--- src/hdl/mips_isa_pkg.sv ---
package mips_isa_pkg;

    // Major opcodes
    localparam logic [5:0] OP_SPECIAL = 6'b000000;
    localparam logic [5:0] OP_REGIMM  = 6'b000001;
    localparam logic [5:0] OP_J       = 6'b000010;
    localparam logic [5:0] OP_JAL     = 6'b000011;
    localparam logic [5:0] OP_BEQ     = 6'b000100;
    localparam logic [5:0] OP_BNE     = 6'b000101;
    localparam logic [5:0] OP_BLEZ    = 6'b000110;
    localparam logic [5:0] OP_BGTZ    = 6'b000111;
    localparam logic [5:0] OP_ADDI    = 6'b001000;
    localparam logic [5:0] OP_ADDIU   = 6'b001001;
    localparam logic [5:0] OP_SLTI    = 6'b001010;
    localparam logic [5:0] OP_SLTIU   = 6'b001011;
    localparam logic [5:0] OP_ANDI    = 6'b001100;
    localparam logic [5:0] OP_ORI     = 6'b001101;
    localparam logic [5:0] OP_XORI    = 6'b001110;
    localparam logic [5:0] OP_LUI     = 6'b001111;
    localparam logic [5:0] OP_LB      = 6'b100000;
    localparam logic [5:0] OP_LH      = 6'b100001;
    localparam logic [5:0] OP_LW      = 6'b100011;
    localparam logic [5:0] OP_LBU     = 6'b100100;
    localparam logic [5:0] OP_LHU     = 6'b100101;
    localparam logic [5:0] OP_SB      = 6'b101000;
    localparam logic [5:0] OP_SH      = 6'b101001;
    localparam logic [5:0] OP_SW      = 6'b101011;

    // SPECIAL functs
    localparam logic [5:0] FN_SLL  = 6'b000000;
    localparam logic [5:0] FN_SRL  = 6'b000010;
    localparam logic [5:0] FN_SRA  = 6'b000011;
    localparam logic [5:0] FN_SLLV = 6'b000100;
    localparam logic [5:0] FN_SRLV = 6'b000110;
    localparam logic [5:0] FN_SRAV = 6'b000111;
    localparam logic [5:0] FN_JR   = 6'b001000;
    localparam logic [5:0] FN_JALR = 6'b001001;
    localparam logic [5:0] FN_ADD  = 6'b100000;
    localparam logic [5:0] FN_ADDU = 6'b100001;
    localparam logic [5:0] FN_SUB  = 6'b100010;
    localparam logic [5:0] FN_SUBU = 6'b100011;
    localparam logic [5:0] FN_AND  = 6'b100100;
    localparam logic [5:0] FN_OR   = 6'b100101;
    localparam logic [5:0] FN_XOR  = 6'b100110;
    localparam logic [5:0] FN_NOR  = 6'b100111;
    localparam logic [5:0] FN_SLT  = 6'b101010;
    localparam logic [5:0] FN_SLTU = 6'b101011;

    // REGIMM codes in the rt field
    localparam logic [4:0] RI_BLTZ   = 5'b00000;
    localparam logic [4:0] RI_BGEZ   = 5'b00001;
    localparam logic [4:0] RI_BLTZAL = 5'b10000;
    localparam logic [4:0] RI_BGEZAL = 5'b10001;

    typedef union packed {
        struct packed {
            logic [5:0] op;
            logic [4:0] rs;
            logic [4:0] rt;
            logic [4:0] rd;
            logic [4:0] shamt;
            logic [5:0] funct;
        } r_fmt;
        struct packed {
            logic [5:0]  op;
            logic [4:0]  rs;
            logic [4:0]  rt;
            logic [15:0] imm;
        } i_fmt;
    } instr_word_u;

endpackage

--- src/hdl/ctrl_pkg.sv ---
package ctrl_pkg;

    localparam int NUM_STAGES = 3;  // E, M, W
    localparam int CTRL_W     = 30; // Top bit spare

    // Control-word field low bits and wide-field widths
    localparam int CF_ALU_SRCB_SEL_RT  = 0;
    localparam int CF_SFT_SRCB_SEL_RS  = 1;
    localparam int CF_SFT_SRCA_SEL_IMM = 2;
    localparam int CF_OUT_SHIFT        = 3;
    localparam int CF_REGWRITE         = 4;
    localparam int CF_REGDST           = 5;
    localparam int CF_REGDST_W         = 2;
    localparam int CF_RESERVED         = 7;
    localparam int CF_LINK             = 8;
    localparam int CF_ISBRANCH         = 9;
    localparam int CF_ISJUMP           = 10;
    localparam int CF_BRANCH           = 11;
    localparam int CF_BRANCH_W         = 3;
    localparam int CF_JUMP             = 14;
    localparam int CF_JUMP_W           = 2;
    localparam int CF_MEMREQ           = 16;
    localparam int CF_MEMWR            = 17;
    localparam int CF_ALU_FUNC         = 18;
    localparam int CF_ALU_FUNC_W       = 3;
    localparam int CF_SFT_FUNC         = 21;
    localparam int CF_SFT_FUNC_W       = 2;
    localparam int CF_INTOVF_EN        = 23;
    localparam int CF_IMM_SIGN         = 24;
    localparam int CF_SIZE             = 25;
    localparam int CF_SIZE_W           = 2;
    localparam int CF_RDATA_SIGN       = 27;
    localparam int CF_MEMTOREG         = 28;

    localparam logic [2:0] ALU_ADD  = 3'd0;
    localparam logic [2:0] ALU_SUB  = 3'd1;
    localparam logic [2:0] ALU_SLT  = 3'd2;
    localparam logic [2:0] ALU_SLTU = 3'd3;
    localparam logic [2:0] ALU_AND  = 3'd4;
    localparam logic [2:0] ALU_NOR  = 3'd5;
    localparam logic [2:0] ALU_OR   = 3'd6;
    localparam logic [2:0] ALU_XOR  = 3'd7;

    localparam logic [1:0] SFT_LUI = 2'd0;
    localparam logic [1:0] SFT_SLL = 2'd1;
    localparam logic [1:0] SFT_SRA = 2'd2;
    localparam logic [1:0] SFT_SRL = 2'd3;

    localparam logic [2:0] BR_EQ    = 3'd0;
    localparam logic [2:0] BR_NE    = 3'd1;
    localparam logic [2:0] BR_GEZ   = 3'd2;
    localparam logic [2:0] BR_GTZ   = 3'd3;
    localparam logic [2:0] BR_LEZ   = 3'd4;
    localparam logic [2:0] BR_LTZ   = 3'd5;
    localparam logic [2:0] BR_GEZAL = 3'd6;
    localparam logic [2:0] BR_LTZAL = 3'd7;

    localparam logic [1:0] JMP_J    = 2'd0;
    localparam logic [1:0] JMP_JR   = 2'd1;
    localparam logic [1:0] JMP_JAL  = 2'd2;
    localparam logic [1:0] JMP_JALR = 2'd3;

    localparam logic [1:0] REGDST_RT = 2'd0;
    localparam logic [1:0] REGDST_RD = 2'd1;
    localparam logic [1:0] REGDST_RA = 2'd2;

    localparam logic [1:0] SIZE_B = 2'd0;
    localparam logic [1:0] SIZE_H = 2'd1;
    localparam logic [1:0] SIZE_W = 2'd2;

endpackage

--- src/hdl/instr_decoder.sv ---
`timescale 1ns/1ps

module instr_decoder import mips_isa_pkg::*, ctrl_pkg::*; (
    input  instr_word_u       dinstr,
    output logic [CTRL_W-1:0] d_ctrl
);

    logic [5:0] op;
    logic [5:0] funct;
    logic [4:0] ri_code;
    logic [2:0] alu_r;
    logic [2:0] alu_i;
    logic [1:0] sft_r;
    logic [2:0] br_code;
    logic [1:0] mem_size;

    assign op      = dinstr.i_fmt.op;
    assign funct   = dinstr.r_fmt.funct;
    assign ri_code = dinstr.i_fmt.rt; // REGIMM code sits in rt

    always_comb
    begin
        case (funct)
            FN_SUB, FN_SUBU: alu_r = ALU_SUB;
            FN_SLT:          alu_r = ALU_SLT;
            FN_SLTU:         alu_r = ALU_SLTU;
            FN_AND:          alu_r = ALU_AND;
            FN_NOR:          alu_r = ALU_NOR;
            FN_OR:           alu_r = ALU_OR;
            FN_XOR:          alu_r = ALU_XOR;
            default:         alu_r = ALU_ADD;
        endcase
        case (op)
            OP_SLTI:  alu_i = ALU_SLT;
            OP_SLTIU: alu_i = ALU_SLTU;
            OP_ANDI:  alu_i = ALU_AND;
            OP_ORI:   alu_i = ALU_OR;
            OP_XORI:  alu_i = ALU_XOR;
            default:  alu_i = ALU_ADD; // Also address add for loads and stores
        endcase
        case (funct)
            FN_SRA, FN_SRAV: sft_r = SFT_SRA;
            FN_SRL, FN_SRLV: sft_r = SFT_SRL;
            default:         sft_r = SFT_SLL;
        endcase
        case (op)
            OP_LH, OP_LHU, OP_SH: mem_size = SIZE_H;
            OP_LW, OP_SW:         mem_size = SIZE_W;
            default:              mem_size = SIZE_B;
        endcase
    end

    always_comb
    begin
        case (op)
            OP_BNE:  br_code = BR_NE;
            OP_BGTZ: br_code = BR_GTZ;
            OP_BLEZ: br_code = BR_LEZ;
            OP_REGIMM:
            begin
                case (ri_code)
                    RI_BGEZ:   br_code = BR_GEZ;
                    RI_BLTZAL: br_code = BR_LTZAL;
                    RI_BGEZAL: br_code = BR_GEZAL;
                    default:   br_code = BR_LTZ;
                endcase
            end
            default: br_code = BR_EQ;
        endcase
    end

    always_comb
    begin
        d_ctrl = '0;
        unique case (op)
            OP_SPECIAL:
            begin
                case (funct)
                    FN_ADD, FN_ADDU, FN_SUB, FN_SUBU, FN_SLT, FN_SLTU,
                    FN_AND, FN_OR, FN_XOR, FN_NOR:
                    begin
                        d_ctrl[CF_ALU_SRCB_SEL_RT] = 1'b1;
                        d_ctrl[CF_REGWRITE] = 1'b1;
                        d_ctrl[CF_REGDST +: CF_REGDST_W] = REGDST_RD;
                        d_ctrl[CF_ALU_FUNC +: CF_ALU_FUNC_W] = alu_r;
                        d_ctrl[CF_INTOVF_EN] = (funct == FN_ADD) || (funct == FN_SUB);
                    end
                    FN_SLL, FN_SRL, FN_SRA, FN_SLLV, FN_SRLV, FN_SRAV:
                    begin
                        d_ctrl[CF_OUT_SHIFT] = 1'b1;
                        d_ctrl[CF_REGWRITE] = 1'b1;
                        d_ctrl[CF_REGDST +: CF_REGDST_W] = REGDST_RD;
                        d_ctrl[CF_SFT_FUNC +: CF_SFT_FUNC_W] = sft_r;
                        d_ctrl[CF_SFT_SRCB_SEL_RS] = funct[2]; // V forms have bit 2 set
                    end
                    FN_JR:
                    begin
                        d_ctrl[CF_ISJUMP] = 1'b1;
                        d_ctrl[CF_JUMP +: CF_JUMP_W] = JMP_JR;
                    end
                    FN_JALR:
                    begin
                        d_ctrl[CF_ISJUMP] = 1'b1;
                        d_ctrl[CF_JUMP +: CF_JUMP_W] = JMP_JALR;
                        d_ctrl[CF_LINK] = 1'b1;
                        d_ctrl[CF_REGWRITE] = 1'b1;
                        d_ctrl[CF_REGDST +: CF_REGDST_W] = REGDST_RD;
                    end
                    default: d_ctrl[CF_RESERVED] = 1'b1;
                endcase
            end
            OP_REGIMM:
            begin
                if (ri_code inside {RI_BLTZ, RI_BGEZ, RI_BLTZAL, RI_BGEZAL})
                begin
                    d_ctrl[CF_ISBRANCH] = 1'b1;
                    d_ctrl[CF_BRANCH +: CF_BRANCH_W] = br_code;
                    if (ri_code[4]) // AL forms write ra
                    begin
                        d_ctrl[CF_LINK] = 1'b1;
                        d_ctrl[CF_REGWRITE] = 1'b1;
                        d_ctrl[CF_REGDST +: CF_REGDST_W] = REGDST_RA;
                    end
                end
                else
                begin
                    d_ctrl[CF_RESERVED] = 1'b1;
                end
            end
            OP_BEQ, OP_BNE, OP_BGTZ, OP_BLEZ:
            begin
                d_ctrl[CF_ISBRANCH] = 1'b1;
                d_ctrl[CF_BRANCH +: CF_BRANCH_W] = br_code;
            end
            OP_J:
            begin
                d_ctrl[CF_ISJUMP] = 1'b1;
                d_ctrl[CF_JUMP +: CF_JUMP_W] = JMP_J;
            end
            OP_JAL:
            begin
                d_ctrl[CF_ISJUMP] = 1'b1;
                d_ctrl[CF_JUMP +: CF_JUMP_W] = JMP_JAL;
                d_ctrl[CF_LINK] = 1'b1;
                d_ctrl[CF_REGWRITE] = 1'b1;
                d_ctrl[CF_REGDST +: CF_REGDST_W] = REGDST_RA;
            end
            OP_ADDI, OP_ADDIU, OP_SLTI, OP_SLTIU, OP_ANDI, OP_ORI, OP_XORI:
            begin
                d_ctrl[CF_REGWRITE] = 1'b1;
                d_ctrl[CF_REGDST +: CF_REGDST_W] = REGDST_RT;
                d_ctrl[CF_ALU_FUNC +: CF_ALU_FUNC_W] = alu_i;
                d_ctrl[CF_IMM_SIGN] = op inside {OP_ADDI, OP_ADDIU, OP_SLTI, OP_SLTIU};
                d_ctrl[CF_INTOVF_EN] = (op == OP_ADDI);
            end
            OP_LUI:
            begin
                d_ctrl[CF_OUT_SHIFT] = 1'b1;
                d_ctrl[CF_SFT_SRCA_SEL_IMM] = 1'b1;
                d_ctrl[CF_SFT_FUNC +: CF_SFT_FUNC_W] = SFT_LUI;
                d_ctrl[CF_REGWRITE] = 1'b1;
                d_ctrl[CF_REGDST +: CF_REGDST_W] = REGDST_RT;
            end
            OP_LB, OP_LBU, OP_LH, OP_LHU, OP_LW, OP_SB, OP_SH, OP_SW:
            begin
                d_ctrl[CF_MEMREQ] = 1'b1;
                d_ctrl[CF_IMM_SIGN] = 1'b1;
                d_ctrl[CF_ALU_FUNC +: CF_ALU_FUNC_W] = alu_i;
                d_ctrl[CF_SIZE +: CF_SIZE_W] = mem_size;
                d_ctrl[CF_MEMWR] = op[3]; // Stores
                d_ctrl[CF_REGWRITE] = !op[3];
                d_ctrl[CF_REGDST +: CF_REGDST_W] = REGDST_RT;
                d_ctrl[CF_MEMTOREG] = !op[3];
                d_ctrl[CF_RDATA_SIGN] = op inside {OP_LB, OP_LH, OP_LW};
            end
            default: d_ctrl[CF_RESERVED] = 1'b1;
        endcase
    end

    a_store_is_mem: assert final ($isunknown(dinstr) || !d_ctrl[CF_MEMWR] || d_ctrl[CF_MEMREQ])
        else $error("memwr set without memreq");
    a_branch_xor_jump: assert final ($isunknown(dinstr)
                                     || !(d_ctrl[CF_ISBRANCH] && d_ctrl[CF_ISJUMP]))
        else $error("isbranch and isjump both set");

endmodule

--- src/hdl/branch_resolver.sv ---
`timescale 1ns/1ps

module branch_resolver import ctrl_pkg::*; (
    input  logic       isbranch,
    input  logic [2:0] branch,
    input  logic       cmp_equal,
    input  logic       cmp_g0,
    input  logic       cmp_e0,
    output logic       pcsrc
);

    logic [7:0] cond; // Indexed by branch code

    assign cond[BR_EQ]    = cmp_equal;
    assign cond[BR_NE]    = !cmp_equal;
    assign cond[BR_GEZ]   = cmp_g0 || cmp_e0;
    assign cond[BR_GTZ]   = cmp_g0;
    assign cond[BR_LEZ]   = !cmp_g0;
    assign cond[BR_LTZ]   = !cmp_g0 && !cmp_e0;
    assign cond[BR_GEZAL] = cmp_g0 || cmp_e0;
    assign cond[BR_LTZAL] = !cmp_g0 && !cmp_e0;

    assign pcsrc = isbranch && cond[branch];

    a_taken_is_branch: assert final ($isunknown({isbranch, branch}) || !pcsrc || isbranch)
        else $error("pcsrc raised for a non-branch");

endmodule

--- src/hdl/ctrl_stage_reg.sv ---
`timescale 1ns/1ps

module ctrl_stage_reg import ctrl_pkg::*; (
    input  logic              clk,
    input  logic              rst_n,
    input  logic              flush,
    input  logic              stall,
    input  logic [CTRL_W-1:0] ctrl_in,
    output logic [CTRL_W-1:0] ctrl_out
);

    always_ff @(posedge clk or negedge rst_n)
    begin
        if (!rst_n)
        begin
            ctrl_out <= '0;
        end
        else if (flush) // Wins over stall
        begin
            ctrl_out <= '0;
        end
        else if (!stall)
        begin
            ctrl_out <= ctrl_in;
        end
    end

    a_flush_clears: assert property (@(posedge clk) disable iff (!rst_n)
                                     flush |=> (ctrl_out == '0))
        else $error("stage not cleared after flush");

endmodule

--- src/hdl/controller.sv ---
`timescale 1ns/1ps

module controller import mips_isa_pkg::*, ctrl_pkg::*; (
    input  logic                  clk,
    input  logic                  rst_n,
    input  instr_word_u           dinstr,
    input  logic [NUM_STAGES-1:0] flush,
    input  logic [NUM_STAGES-1:0] stall,
    input  logic                  cmp_equal,
    input  logic                  cmp_g0,
    input  logic                  cmp_e0,
    output logic [CTRL_W-1:0]     d_ctrl,
    output logic                  pcsrc,
    output logic [CTRL_W-1:0]     e_ctrl,
    output logic [CTRL_W-1:0]     m_ctrl,
    output logic [CTRL_W-1:0]     w_ctrl
);

    logic [CTRL_W-1:0] chain [0:NUM_STAGES]; // Entry 0 is decode

    instr_decoder u_decoder (
        .dinstr (dinstr),
        .d_ctrl (d_ctrl)
    );

    branch_resolver u_resolver (
        .isbranch  (d_ctrl[CF_ISBRANCH]),
        .branch    (d_ctrl[CF_BRANCH +: CF_BRANCH_W]),
        .cmp_equal (cmp_equal),
        .cmp_g0    (cmp_g0),
        .cmp_e0    (cmp_e0),
        .pcsrc     (pcsrc)
    );

    assign chain[0] = d_ctrl;

    for (genvar i = 0; i < NUM_STAGES; i++)
    begin : g_stage
        ctrl_stage_reg u_reg (
            .clk      (clk),
            .rst_n    (rst_n),
            .flush    (flush[i]),
            .stall    (stall[i]),
            .ctrl_in  (chain[i]),
            .ctrl_out (chain[i+1])
        );
    end

    assign e_ctrl = chain[1];
    assign m_ctrl = chain[2];
    assign w_ctrl = chain[3];

endmodule

--- config.mk ---
export PLATFORM = sky130hd
export DESIGN_NAME = controller
export DESIGN_NICKNAME = d
export VERILOG_FILES = /design/src/hdl/mips_isa_pkg.sv /design/src/hdl/ctrl_pkg.sv /design/src/hdl/instr_decoder.sv /design/src/hdl/branch_resolver.sv /design/src/hdl/ctrl_stage_reg.sv /design/src/hdl/controller.sv
export SDC_FILE = /design/constraint.sdc
export NUM_CORES = 1
export LEC_CHECK = 0
export ABC_AREA = 1
export BUFFER_PORTS_ARGS = -buffer_cell sky130_fd_sc_hd__buf_4
export CAP_MARGIN = 5
export CORE_UTILIZATION = 54
export CTS_CLUSTER_SIZE = 20
export DETAILED_ROUTE_END_ITERATION = 10
export PLACE_DENSITY = 0.86
export SETUP_SLACK_MARGIN = 0.05
export SYNTH_ARGS = -nofsm -noshare
export SYNTH_HDL_FRONTEND = slang
export SYNTH_HIERARCHICAL = 1
export SYNTH_SLANG_ARGS = --single-unit
--- constraint.sdc ---
create_clock -name clk -period 2.4 [get_ports clk]
set_clock_uncertainty 0.05 [all_clocks]
set_input_delay 0.24 -clock clk [delete_from_list [all_inputs] [get_ports clk]]
set_output_delay 0.24 -clock clk [all_outputs]
set_load 0.02 [all_outputs]
==> results of run 1 <==
[timing repair]
| item | in CTS | in global routing |
|---|---|---|
| gates resized for setup | 0 | 1 |
| setup endpoints to repair | 0 | 1 |
| endpoints found under the hold margin | 42 | 0 |
| hold buffers | 1 | 0 |
[power by group through the flow]
stage	combinational, mW	clock, mW	sequential, mW
after floorplan	0.192	0	1.58
after global placement	0.313	0	1.57
after detailed placement	0.314	0	1.57
after CTS	0.316	0.944	1.54
after global routing	0.346	1.01	1.54
final	0.318	0.925	1.54
[worst register-to-register path, delay by kind of cell (launching register included)]
family,cells,cell delay (ns)
flops,1,0.44
simple gates,2,0.19
[per-stage QoR]
| step | power (mW) | setup slack [ns] |
|---|---|---|
| after CTS | 2.80 | 0.234 |
| after detailed placement | 1.88 | 0.238 |
| final | 2.78 | 0.188 |
| after floorplan | 1.77 | 0.210 |
| after global routing | 2.90 | 0.0703 |
| after global placement | 1.88 | 0.315 |
[path summary, 6_finish.rpt]
path	startpoint	to
max	dinstr[19]	pcsrc
min	dinstr[28]	g_stage[0].u_reg/ctrl_out[26]$_DFFE_PN0P_
max reg2reg	g_stage[0].u_reg/ctrl_out[27]$_DFFE_PN0P_	g_stage[0].u_reg/ctrl_out[27]$_DFFE_PN0P_
min reg2reg	g_stage[0].u_reg/ctrl_out[10]$_DFFE_PN0P_	g_stage[1].u_reg/ctrl_out[10]$_DFFE_PN0P_
max in group asynchronous	rst_n	g_stage[0].u_reg/ctrl_out[4]$_DFFE_PN0P_
min in group asynchronous	rst_n	g_stage[2].u_reg/ctrl_out[17]$_DFFE_PN0P_
[metal layers]
| metal | global-route usage, % | vias to the layer above | routed length (microns) |
|---|---|---|---|
| met5 | 0 | - | 0 |
| met3 | 3.41 | 11 | 865 |
| met1 | 42.1 | 2092 | 5290 |
| met4 | 7.31 | 0 | 144 |
| met2 | 44.0 | 205 | 5870 |
| li1 | - | 2030 | - |
[kinds of logic after synthesis]
logic type	after synthesis
other cells	1
flops	90
compound gates	20
buf+inv	68
simple gates	377
[Yosys cell counts, types with 3 or more instances]
cell type | count | area, sq um
a21oi_2 | 3 | 26.3
buf_6 | 28 | 315
dfrtp_1 | 90 | 2250
inv_1 | 35 | 131
inv_2 | 3 | 11.3
nand2_1 | 212 | 796
nand2_2 | 16 | 100
nand3_1 | 106 | 531
nor2_1 | 22 | 82.6
nor2_2 | 6 | 37.5
nor2_4 | 4 | 45.0
nor3_1 | 4 | 20.0
o22ai_1 | 3 | 18.8
[layout make-up]
type | instances | area share, %
Timing Repair Buffer | 150 | 20.2
Tap cell | 105 | 2.32
Inverter | 38 | 2.52
Sequential cell | 90 | 39.8
Clock buffer | 10 | 2.43
Multi-Input combinational cell | 398 | 32.1
Clock inverter | 6 | 0.707
==> metrics.cfg, run 1 <==
[outcome]
outcome = finished, violations left
violations = design-rule violations

[layout]
fillerInstances = 667
drive_gt1_share_pct = 29.0
multi_input_area_sq_mm = 0.00182
reg.largest.list = g_stage.u_reg/ctrl_out (90)
utilization_pct = 69.2
syn2layout_area_growth_pct = 24.9
largest_reg_flops = 90
layout_commonest_cell = nand2_1
register_area_sq_mm = 0.00225
final_cell_mix = nand2_1, buf_4, nand3_1
instances_no_fill = 797
nets = 730
regMostFlops = g_stage.u_reg/ctrl_out
postLayoutCellArea_sq_mm = 0.00566
diodes = 0

[power_and_ir_drop]
seq_power_share_pct = 55.3
p_clk_share_pct = 33.3
p_switching_uw = 753
p_leak_nw = 3.36
internal-power_mw = 2.03
combinationalPowerShare_pct = 11.4
ir_worst_vdd_mv = 0.232
swShare_pct = 27.1
p_per_area_mw_per_mm2 = 491

[yosys]
synth_simple_gate_area_share_pct = 36.6
async_reset_ff_share_pct = 100
syn_area_sq_mm = 0.00453
ys_warn_count = 6
synth_xor_area_share_pct = 0
synth_top_family_by_area = simple AND/OR/NAND/NOR gates
synth-edff-count = 0
ys.flop_type = dfrtp_1
ys_ff_latch = 90
synthCells = 556
synthMuxAreaShare_pct = 0
avgSynthCellArea_sq_um = 8.15
yosysSeqAreaShare_pct = 49.7
syn_nets = 599
synth-adder-area-share_pct = 0
yosysUniqueCellTypes = 32
synth-compound-area-share_pct = 3.26

[route]
viasPerCell = 5.44
drt-pass1-iter-count = 10
first_iter_violations = 306
vias = 4338
antenna_left = 0
drc = 1
wl_per_cell_microns = 15.3
wl_microns = 12200

[timing]
setup_tns_ns = 0
fin_crit_ns = 2.21
max_freq_mhz = 452
rsz0062_at_grt = false
whs_ns = 0.185
worst_slew_pin_slew_ns = 0.887
hold_violations = 0
fin_crit_sh_pct = 92.2
slew-limit-headroom_pct = 40.8
slew_viol_final = 0
setup_viol = 0

[clocking]
cts_max_path_buffers = 2
ctsHtreeMaxLevel = 3
clkSinkCount = 90
cts_tree = yes
clkSlewWorstSetupHoldPaths_ns = 0.08
clkLatencyLatePin_ns = 0.34
cts_setup_buffers = 0
cts_buffers = 9
cts_root_buf = clkbuf_8

[floorplanning]
die_area_sq_mm = 0.00876
die_x_microns = 93.6
design.portCount = 164
core_sq_mm = 0.00818
start_util_pct = 55.4
die_height_microns = 93.6
rows = 33

[critical_path]
cp-end-kind = primary output
reg2regPathDepth = 2
cp_max_fo = 5
cpLargestDelayFamily = simple AND/OR/NAND/NOR gates
cp.required_ns = 2.11
start_kind = input port
crit_type = input port to primary output
worstPathArrival_ns = 1.92
crit_top_cell = nand2_1
regToRegSetupSlack_ns = 1.61
crit_cells = 12
slowest_delay_ns = 0.28
path_buf_inv = 2
crit_slowest_cell = or2_2
worstPathCellList = buf_4, or2_2, nor2_1, nand2_1, a22oi_1, nor2_2, nand2_1, nand3_1, nand2_1, nand2_1, a21oi_2, buf_4

[global_route]
gr-total-overflow = 0
antenna_found_initial = 0
grt_usage_pct = 28.3
grt_pass1_vias = 3870
grt_pass1_wl_microns = 19200
grt_start_max_net_pins = 49

[place]
dp_hpwl_microns = 8870
placed_cells = 780
detailed_place.area_sq_mm = 0.00547
gp_congestion = 0.909
portBuffers = 147

[hold_path]
min_delay_path_depth = 4
hold_class = input port to register

[flow_run]
drv_cap = 0

(Power assumes the default switching activity.)
==> run 2: changes to the inputs <==
==> constraint.sdc (replaced) <==
create_clock -name clk -period 2.8 [get_ports clk]
set_clock_uncertainty 0.05 [all_clocks]
set_input_delay 0.28 -clock clk [delete_from_list [all_inputs] [get_ports clk]]
set_output_delay 0.28 -clock clk [all_outputs]
set_load 0.02 [all_outputs]
==> run 2 against run 1 <==
The flow still finishes with violations (design-rule violations). First-iteration DRC count decreased by 15%. Clock power decreased by 17%. Clock-buffer cell count unchanged. Flip-flop and latch count unchanged. Sequential share of layout area increased by 0.16 points. Combinational power decreased by 15%. Design area decreased by 0.40%. Worst hold slack improved by 0.030 ns. Global-route usage decreased by 0.71 points.
==> metrics.cfg, run 2 (synthesis results as in run 1) <==
[critical_path]
regToRegSetupSlack_ns = 2.01
crit_end = pcsrc
timing.rr.end = g_stage[0].u_reg/ctrl_out[27]$_DFFE_PN0P_
cp-end-kind = primary output
cp_max_fo = 4
crit_type = input port to primary output
reg2regPathDepth = 2
rr_startpoint = g_stage[0].u_reg/ctrl_out[27]$_DFFE_PN0P_
cp.required_ns = 2.47
worstSetupStartpoint = dinstr[19]
start_kind = input port
worstPathArrival_ns = 2.03

[global_route]
grt_pass1_vias = 3699
grt_usage_pct = 27.6
gr-total-overflow = 0
grt_pass1_wl_microns = 18800
grt_start_max_net_pins = 91
antenna_found_initial = 0

[place]
portBuffers = 147
gp_congestion = 0.912
placed_cells = 779
dp_hpwl_microns = 8500
detailed_place.area_sq_mm = 0.00546

[floorplanning]
die_height_microns = 93.6
core_sq_mm = 0.00818
die_area_sq_mm = 0.00876
die_x_microns = 93.6
design.portCount = 164
rows = 33
start_util_pct = 55.4

[timing]
rsz0062_at_grt = false
setup_viol = 0
hold_violations = 0
fin_crit_ns = 2.36
setup_tns_ns = 0
fin_crit_sh_pct = 84.4
slew_viol_final = 0
slew-limit-headroom_pct = 39.7
max_freq_mhz = 423
worst_slew_pin_slew_ns = 0.903

[power_and_ir_drop]
p_leak_nw = 3.35
p_per_area_mw_per_mm2 = 418
ir_worst_vdd_mv = 0.216

[outcome]
outcome = finished, violations left
violations = design-rule violations

[layout]
regMostFlops = g_stage.u_reg/ctrl_out
drive_gt1_share_pct = 28.5
layout_commonest_cell = nand2_1
postLayoutCellArea_sq_mm = 0.00564
reg.largest.list = g_stage.u_reg/ctrl_out (90)
nets = 729
diodes = 0
syn2layout_area_growth_pct = 24.4
final_cell_mix = nand2_1, buf_4, nand3_1
largest_reg_flops = 90
utilization_pct = 69.0
instances_no_fill = 796

[route]
first_iter_violations = 259
vias = 4233
antenna_left = 0
wl_microns = 12000
drc = 1
drt-pass1-iter-count = 7
viasPerCell = 5.32
wl_per_cell_microns = 15.0

[clocking]
cts_max_path_buffers = 2
clkSlewWorstSetupHoldPaths_ns = 0.08
clkSinkCount = 90
ctsHtreeMaxLevel = 3
cts_tree = yes
clkLatencyLatePin_ns = 0.35
cts_buffers = 9
cts_root_buf = clkbuf_8

[flow_run]
drv_cap = 0

[hold_path]
hold_class = input port to register

==> run 2: per-layer routing <==
metal | wire, microns | global-route usage, % | vias up
met2 | 5550 | 41.9 | 196
li1 | - | - | 2040
met4 | 178 | 8.33 | 0
met1 | 5350 | 40.2 | 1983
met3 | 887 | 5.04 | 14
met5 | 0 | 0 | -
==> run 2: worst min path at each step <==
| stage | cells past startpoint | to | from |
|---|---|---|---|
| floorplan | 0 | g_stage[0].u_reg/ctrl_out[0]$_DFFE_PN0P_ | rst_n |
| global placement | 2 | g_stage[2].u_reg/ctrl_out[23]$_DFFE_PN0P_ | rst_n |
| detailed placement | 2 | g_stage[2].u_reg/ctrl_out[0]$_DFFE_PN0P_ | rst_n |
| CTS | 4 | g_stage[0].u_reg/ctrl_out[25]$_DFFE_PN0P_ | dinstr[30] |
| global route | 4 | g_stage[0].u_reg/ctrl_out[25]$_DFFE_PN0P_ | dinstr[30] |
| finish | 4 | g_stage[0].u_reg/ctrl_out[26]$_DFFE_PN0P_ | dinstr[28] |
==> run 2: power by group <==
group / switching [mW] / internal [mW] / leakage (nW)
Clock: 0.444 / 0.324 / 0.0827
Combinational: 0.190 / 0.0808 / 2.01
Sequential: 0.00918 / 1.31 / 1.25
Total: 0.644 / 1.71 / 3.35
==> run 2: worst max-delay path, stage by stage <==
cell     delay [ns]
buf_4          0.10
or2_2          0.28
nor2_1         0.22
inv_1          0.09
o31ai_1        0.52
nand3_1        0.14
nand2_1        0.09
nand2_1        0.06
a21oi_2        0.11
buf_4          0.15
==> run 2: through the flow <==
stage               power, mW  setup slack [ns]  hold WS, ns
finish                   2.36             0.437        0.215
global route             2.45             0.242        0.207
CTS                      2.37             0.457        0.208
detailed placement       1.61             0.458        0.306
global placement         1.61             0.525        0.302
floorplan                1.52             0.353      -0.0656
==> run 2: layout make-up <==
class                           count  area [sq um]
Sequential cell                    90          2250
Inverter                           38           143
Timing Repair Buffer              149          1130
Multi-Input combinational cell    398          1810
Clock buffer                       10           128
Tap cell                          105           131
Fill cell                         683          2540
Clock inverter                      6          42.5
==> run 2: what timing repair did <==
item / CTS / global route
resized for setup: 0 / 0
hold buffers: 1 / 0
endpoints found under the hold margin: 90 / 0
setup buffers: 0 / 0
==> run 3: changes to the inputs <==
--- a/config.mk
+++ b/config.mk
@@ -8,10 +8,10 @@
 export ABC_AREA = 1
 export BUFFER_PORTS_ARGS = -buffer_cell sky130_fd_sc_hd__buf_4
 export CAP_MARGIN = 5
-export CORE_UTILIZATION = 54
+export CORE_UTILIZATION = 50
 export CTS_CLUSTER_SIZE = 20
 export DETAILED_ROUTE_END_ITERATION = 10
-export PLACE_DENSITY = 0.86
+export PLACE_DENSITY = 0.8
 export SETUP_SLACK_MARGIN = 0.05
 export SYNTH_ARGS = -nofsm -noshare
 export SYNTH_HDL_FRONTEND = slang
==> constraint.sdc (replaced) <==
create_clock -name clk -period 2.38 [get_ports clk]
set_clock_uncertainty 0.05 [all_clocks]
set_input_delay 0.238 -clock clk [delete_from_list [all_inputs] [get_ports clk]]
set_output_delay 0.238 -clock clk [all_outputs]
set_load 0.02 [all_outputs]
==> run 3 against run 2 <==
The run now ends clean. Critical endpoint unchanged. Clock-buffer cell count stayed put. Utilization is 3.7 points lower. Highest routed layer unchanged. Wire length is 3.9% higher.
==> metrics.cfg, run 3 (synthesis results as in run 1) <==
[outcome]
outcome = finished clean

[timing]
hold_violations = 0
finalWorstSetupSlack_ns = 0.194
rsz0062_at_grt = false
slew-limit-headroom_pct = 38.4
slew_viol_final = 0
max_freq_mhz = 457
worst_slew_pin_slew_ns = 0.923
setup_viol = 0
setup_tns_ns = 0
fin_crit_sh_pct = 91.9
fin_crit_ns = 2.19

[route]
wl_per_cell_microns = 15.5
antenna_left = 0
viasPerCell = 5.25
first_iter_violations = 198
drc = 0
drt-pass1-iter-count = 5
vias = 4208
wl_microns = 12400

[layout]
regMostFlops = g_stage.u_reg/ctrl_out
nets = 731
postLayoutCellArea_sq_mm = 0.00572
utilization_pct = 65.2
syn2layout_area_growth_pct = 26.2
reg.largest.list = g_stage.u_reg/ctrl_out (90)
final_cell_mix = nand2_1, buf_4, nand3_1
largest_reg_flops = 90
diodes = 0
layout_commonest_cell = nand2_1
drive_gt1_share_pct = 29.0

[critical_path]
cp-end-kind = primary output
cp.required_ns = 2.09
start_kind = input port
crit_top_cell = nand2_1
path_buf_inv = 3
worstPathCellList = buf_4, or2_2, nor2_1, a21oi_1, nor2_1, inv_2, nand2_1, nand2_1, nand2_1, nand2_1, a21oi_2, buf_4
timing.rr.end = g_stage[1].u_reg/ctrl_out[0]$_DFFE_PN0P_
cpLargestDelayFamily = simple AND/OR/NAND/NOR gates
cp_max_fo = 5
reg2regPathDepth = 2
crit_slowest_cell = nor2_1
rr_startpoint = g_stage[1].u_reg/ctrl_out[0]$_DFFE_PN0P_
worstSetupStartpoint = dinstr[19]
worstPathArrival_ns = 1.90
crit_cells = 12
crit_end = pcsrc
regToRegSetupSlack_ns = 1.60
crit_type = input port to primary output
slowest_delay_ns = 0.32

[power_and_ir_drop]
seq_power_share_pct = 51.3
swShare_pct = 25.3
p_total_mw = 3.03
combinationalPowerShare_pct = 10.7
p_clk_share_pct = 38.1
ir_worst_vdd_mv = 0.270
p_leak_nw = 3.39
p_switching_uw = 766
p_per_area_mw_per_mm2 = 529
internal-power_mw = 2.26

[clocking]
cts_max_path_buffers = 2
clkSlewWorstSetupHoldPaths_ns = 0.08
postCtsHoldBufs = 1
ctsHtreeMaxLevel = 3
cts_root_buf = clkbuf_8
cts_resized = 0
cts_buffers = 9
cts_setup_buffers = 0
cts_tree = yes
clkLatencyLatePin_ns = 0.35
clkSinkCount = 90

[place]
gp_congestion = 0.885
place_ws_ns = 0.248
portBuffers = 147
dp_hpwl_microns = 8960
detailed_place.area_sq_mm = 0.00548

[floorplanning]
rows = 34
core_sq_mm = 0.00876
die_height_microns = 97.2
design.portCount = 164
die_x_microns = 97.2
start_util_pct = 51.7
die_area_sq_mm = 0.00945

[global_route]
grt_pass1_vias = 3996
grt_start_max_net_pins = 52
gr-total-overflow = 0
grt_usage_pct = 26.6
antenna_found_initial = 0
grt_pass1_wl_microns = 20200

[hold_path]
hold_class = input port to register

[flow_run]
drv_cap = 0

==> run 3: cell types whose count changed in the layout (fill, tap and decap cells not counted), sizes merged <==
cell and change:
clkinvlp -2, clkinv -1, bufinv +2, buf +2, inv +1
==> run 3: worst min path at each step <==
stage,to,startpoint,depth (start not counted),slack [ns]
2_1_floorplan,g_stage[0].u_reg/ctrl_out[0]$_DFFE_PN0P_,rst_n,0,-0.11
6_report,g_stage[0].u_reg/ctrl_out[25]$_DFFE_PN0P_,dinstr[30],4,0.19
4_1_cts,g_stage[0].u_reg/ctrl_out[25]$_DFFE_PN0P_,dinstr[30],4,0.16
5_1_grt,g_stage[0].u_reg/ctrl_out[25]$_DFFE_PN0P_,dinstr[30],4,0.19
3_5_place_dp,g_stage[2].u_reg/ctrl_out[19]$_DFFE_PN0P_,rst_n,1,0.20
3_3_place_gp,g_stage[2].u_reg/ctrl_out[19]$_DFFE_PN0P_,rst_n,1,0.19
==> run 3: power groups by stage <==
stage / Sequential (mW) / Combinational [mW] / Clock, mW
6_report: 1.55 / 0.323 / 1.15
5_1_grt: 1.55 / 0.352 / 1.23
4_1_cts: 1.55 / 0.322 / 1.18
3_5_place_dp: 1.58 / 0.320 / 0
3_3_place_gp: 1.58 / 0.319 / 0
2_1_floorplan: 1.59 / 0.194 / 0
==> run 3: metal layers <==
metal | up-vias | GRT usage (%) | part of all wire [%]
met3 | 11 | 3.60 | 6.1
met2 | 177 | 43.3 | 48
met1 | 1974 | 37.4 | 45
met4 | 0 | 7.58 | 1.1
li1 | 2046 | - | -
met5 | - | 0 | 0
==> run 3: cell type report <==
class                      instances  area, sq um
inverter                          38          143
clock buffer                      10          138
timing repair buffer             151         1150
tap                              108          135
sequential                        90         2250
clock inverter                     6         87.6
fill                             773         3050
multi-input combinational        398         1810
==> run 3: tightest hold or removal path: cells and delay by family <==
family	cells	cell delay [ns]
buf+inv	1	0.11
simple gates	3	0.20
==> run 3: stage by stage <==
step / std cells / hold slack (ns)
2_1_floorplan: 556 / -0.108
3_3_place_gp: 784 / 0.192
3_5_place_dp: 784 / 0.197
4_1_cts: 801 / 0.163
5_1_grt: 801 / 0.187
6_report: 801 / 0.189
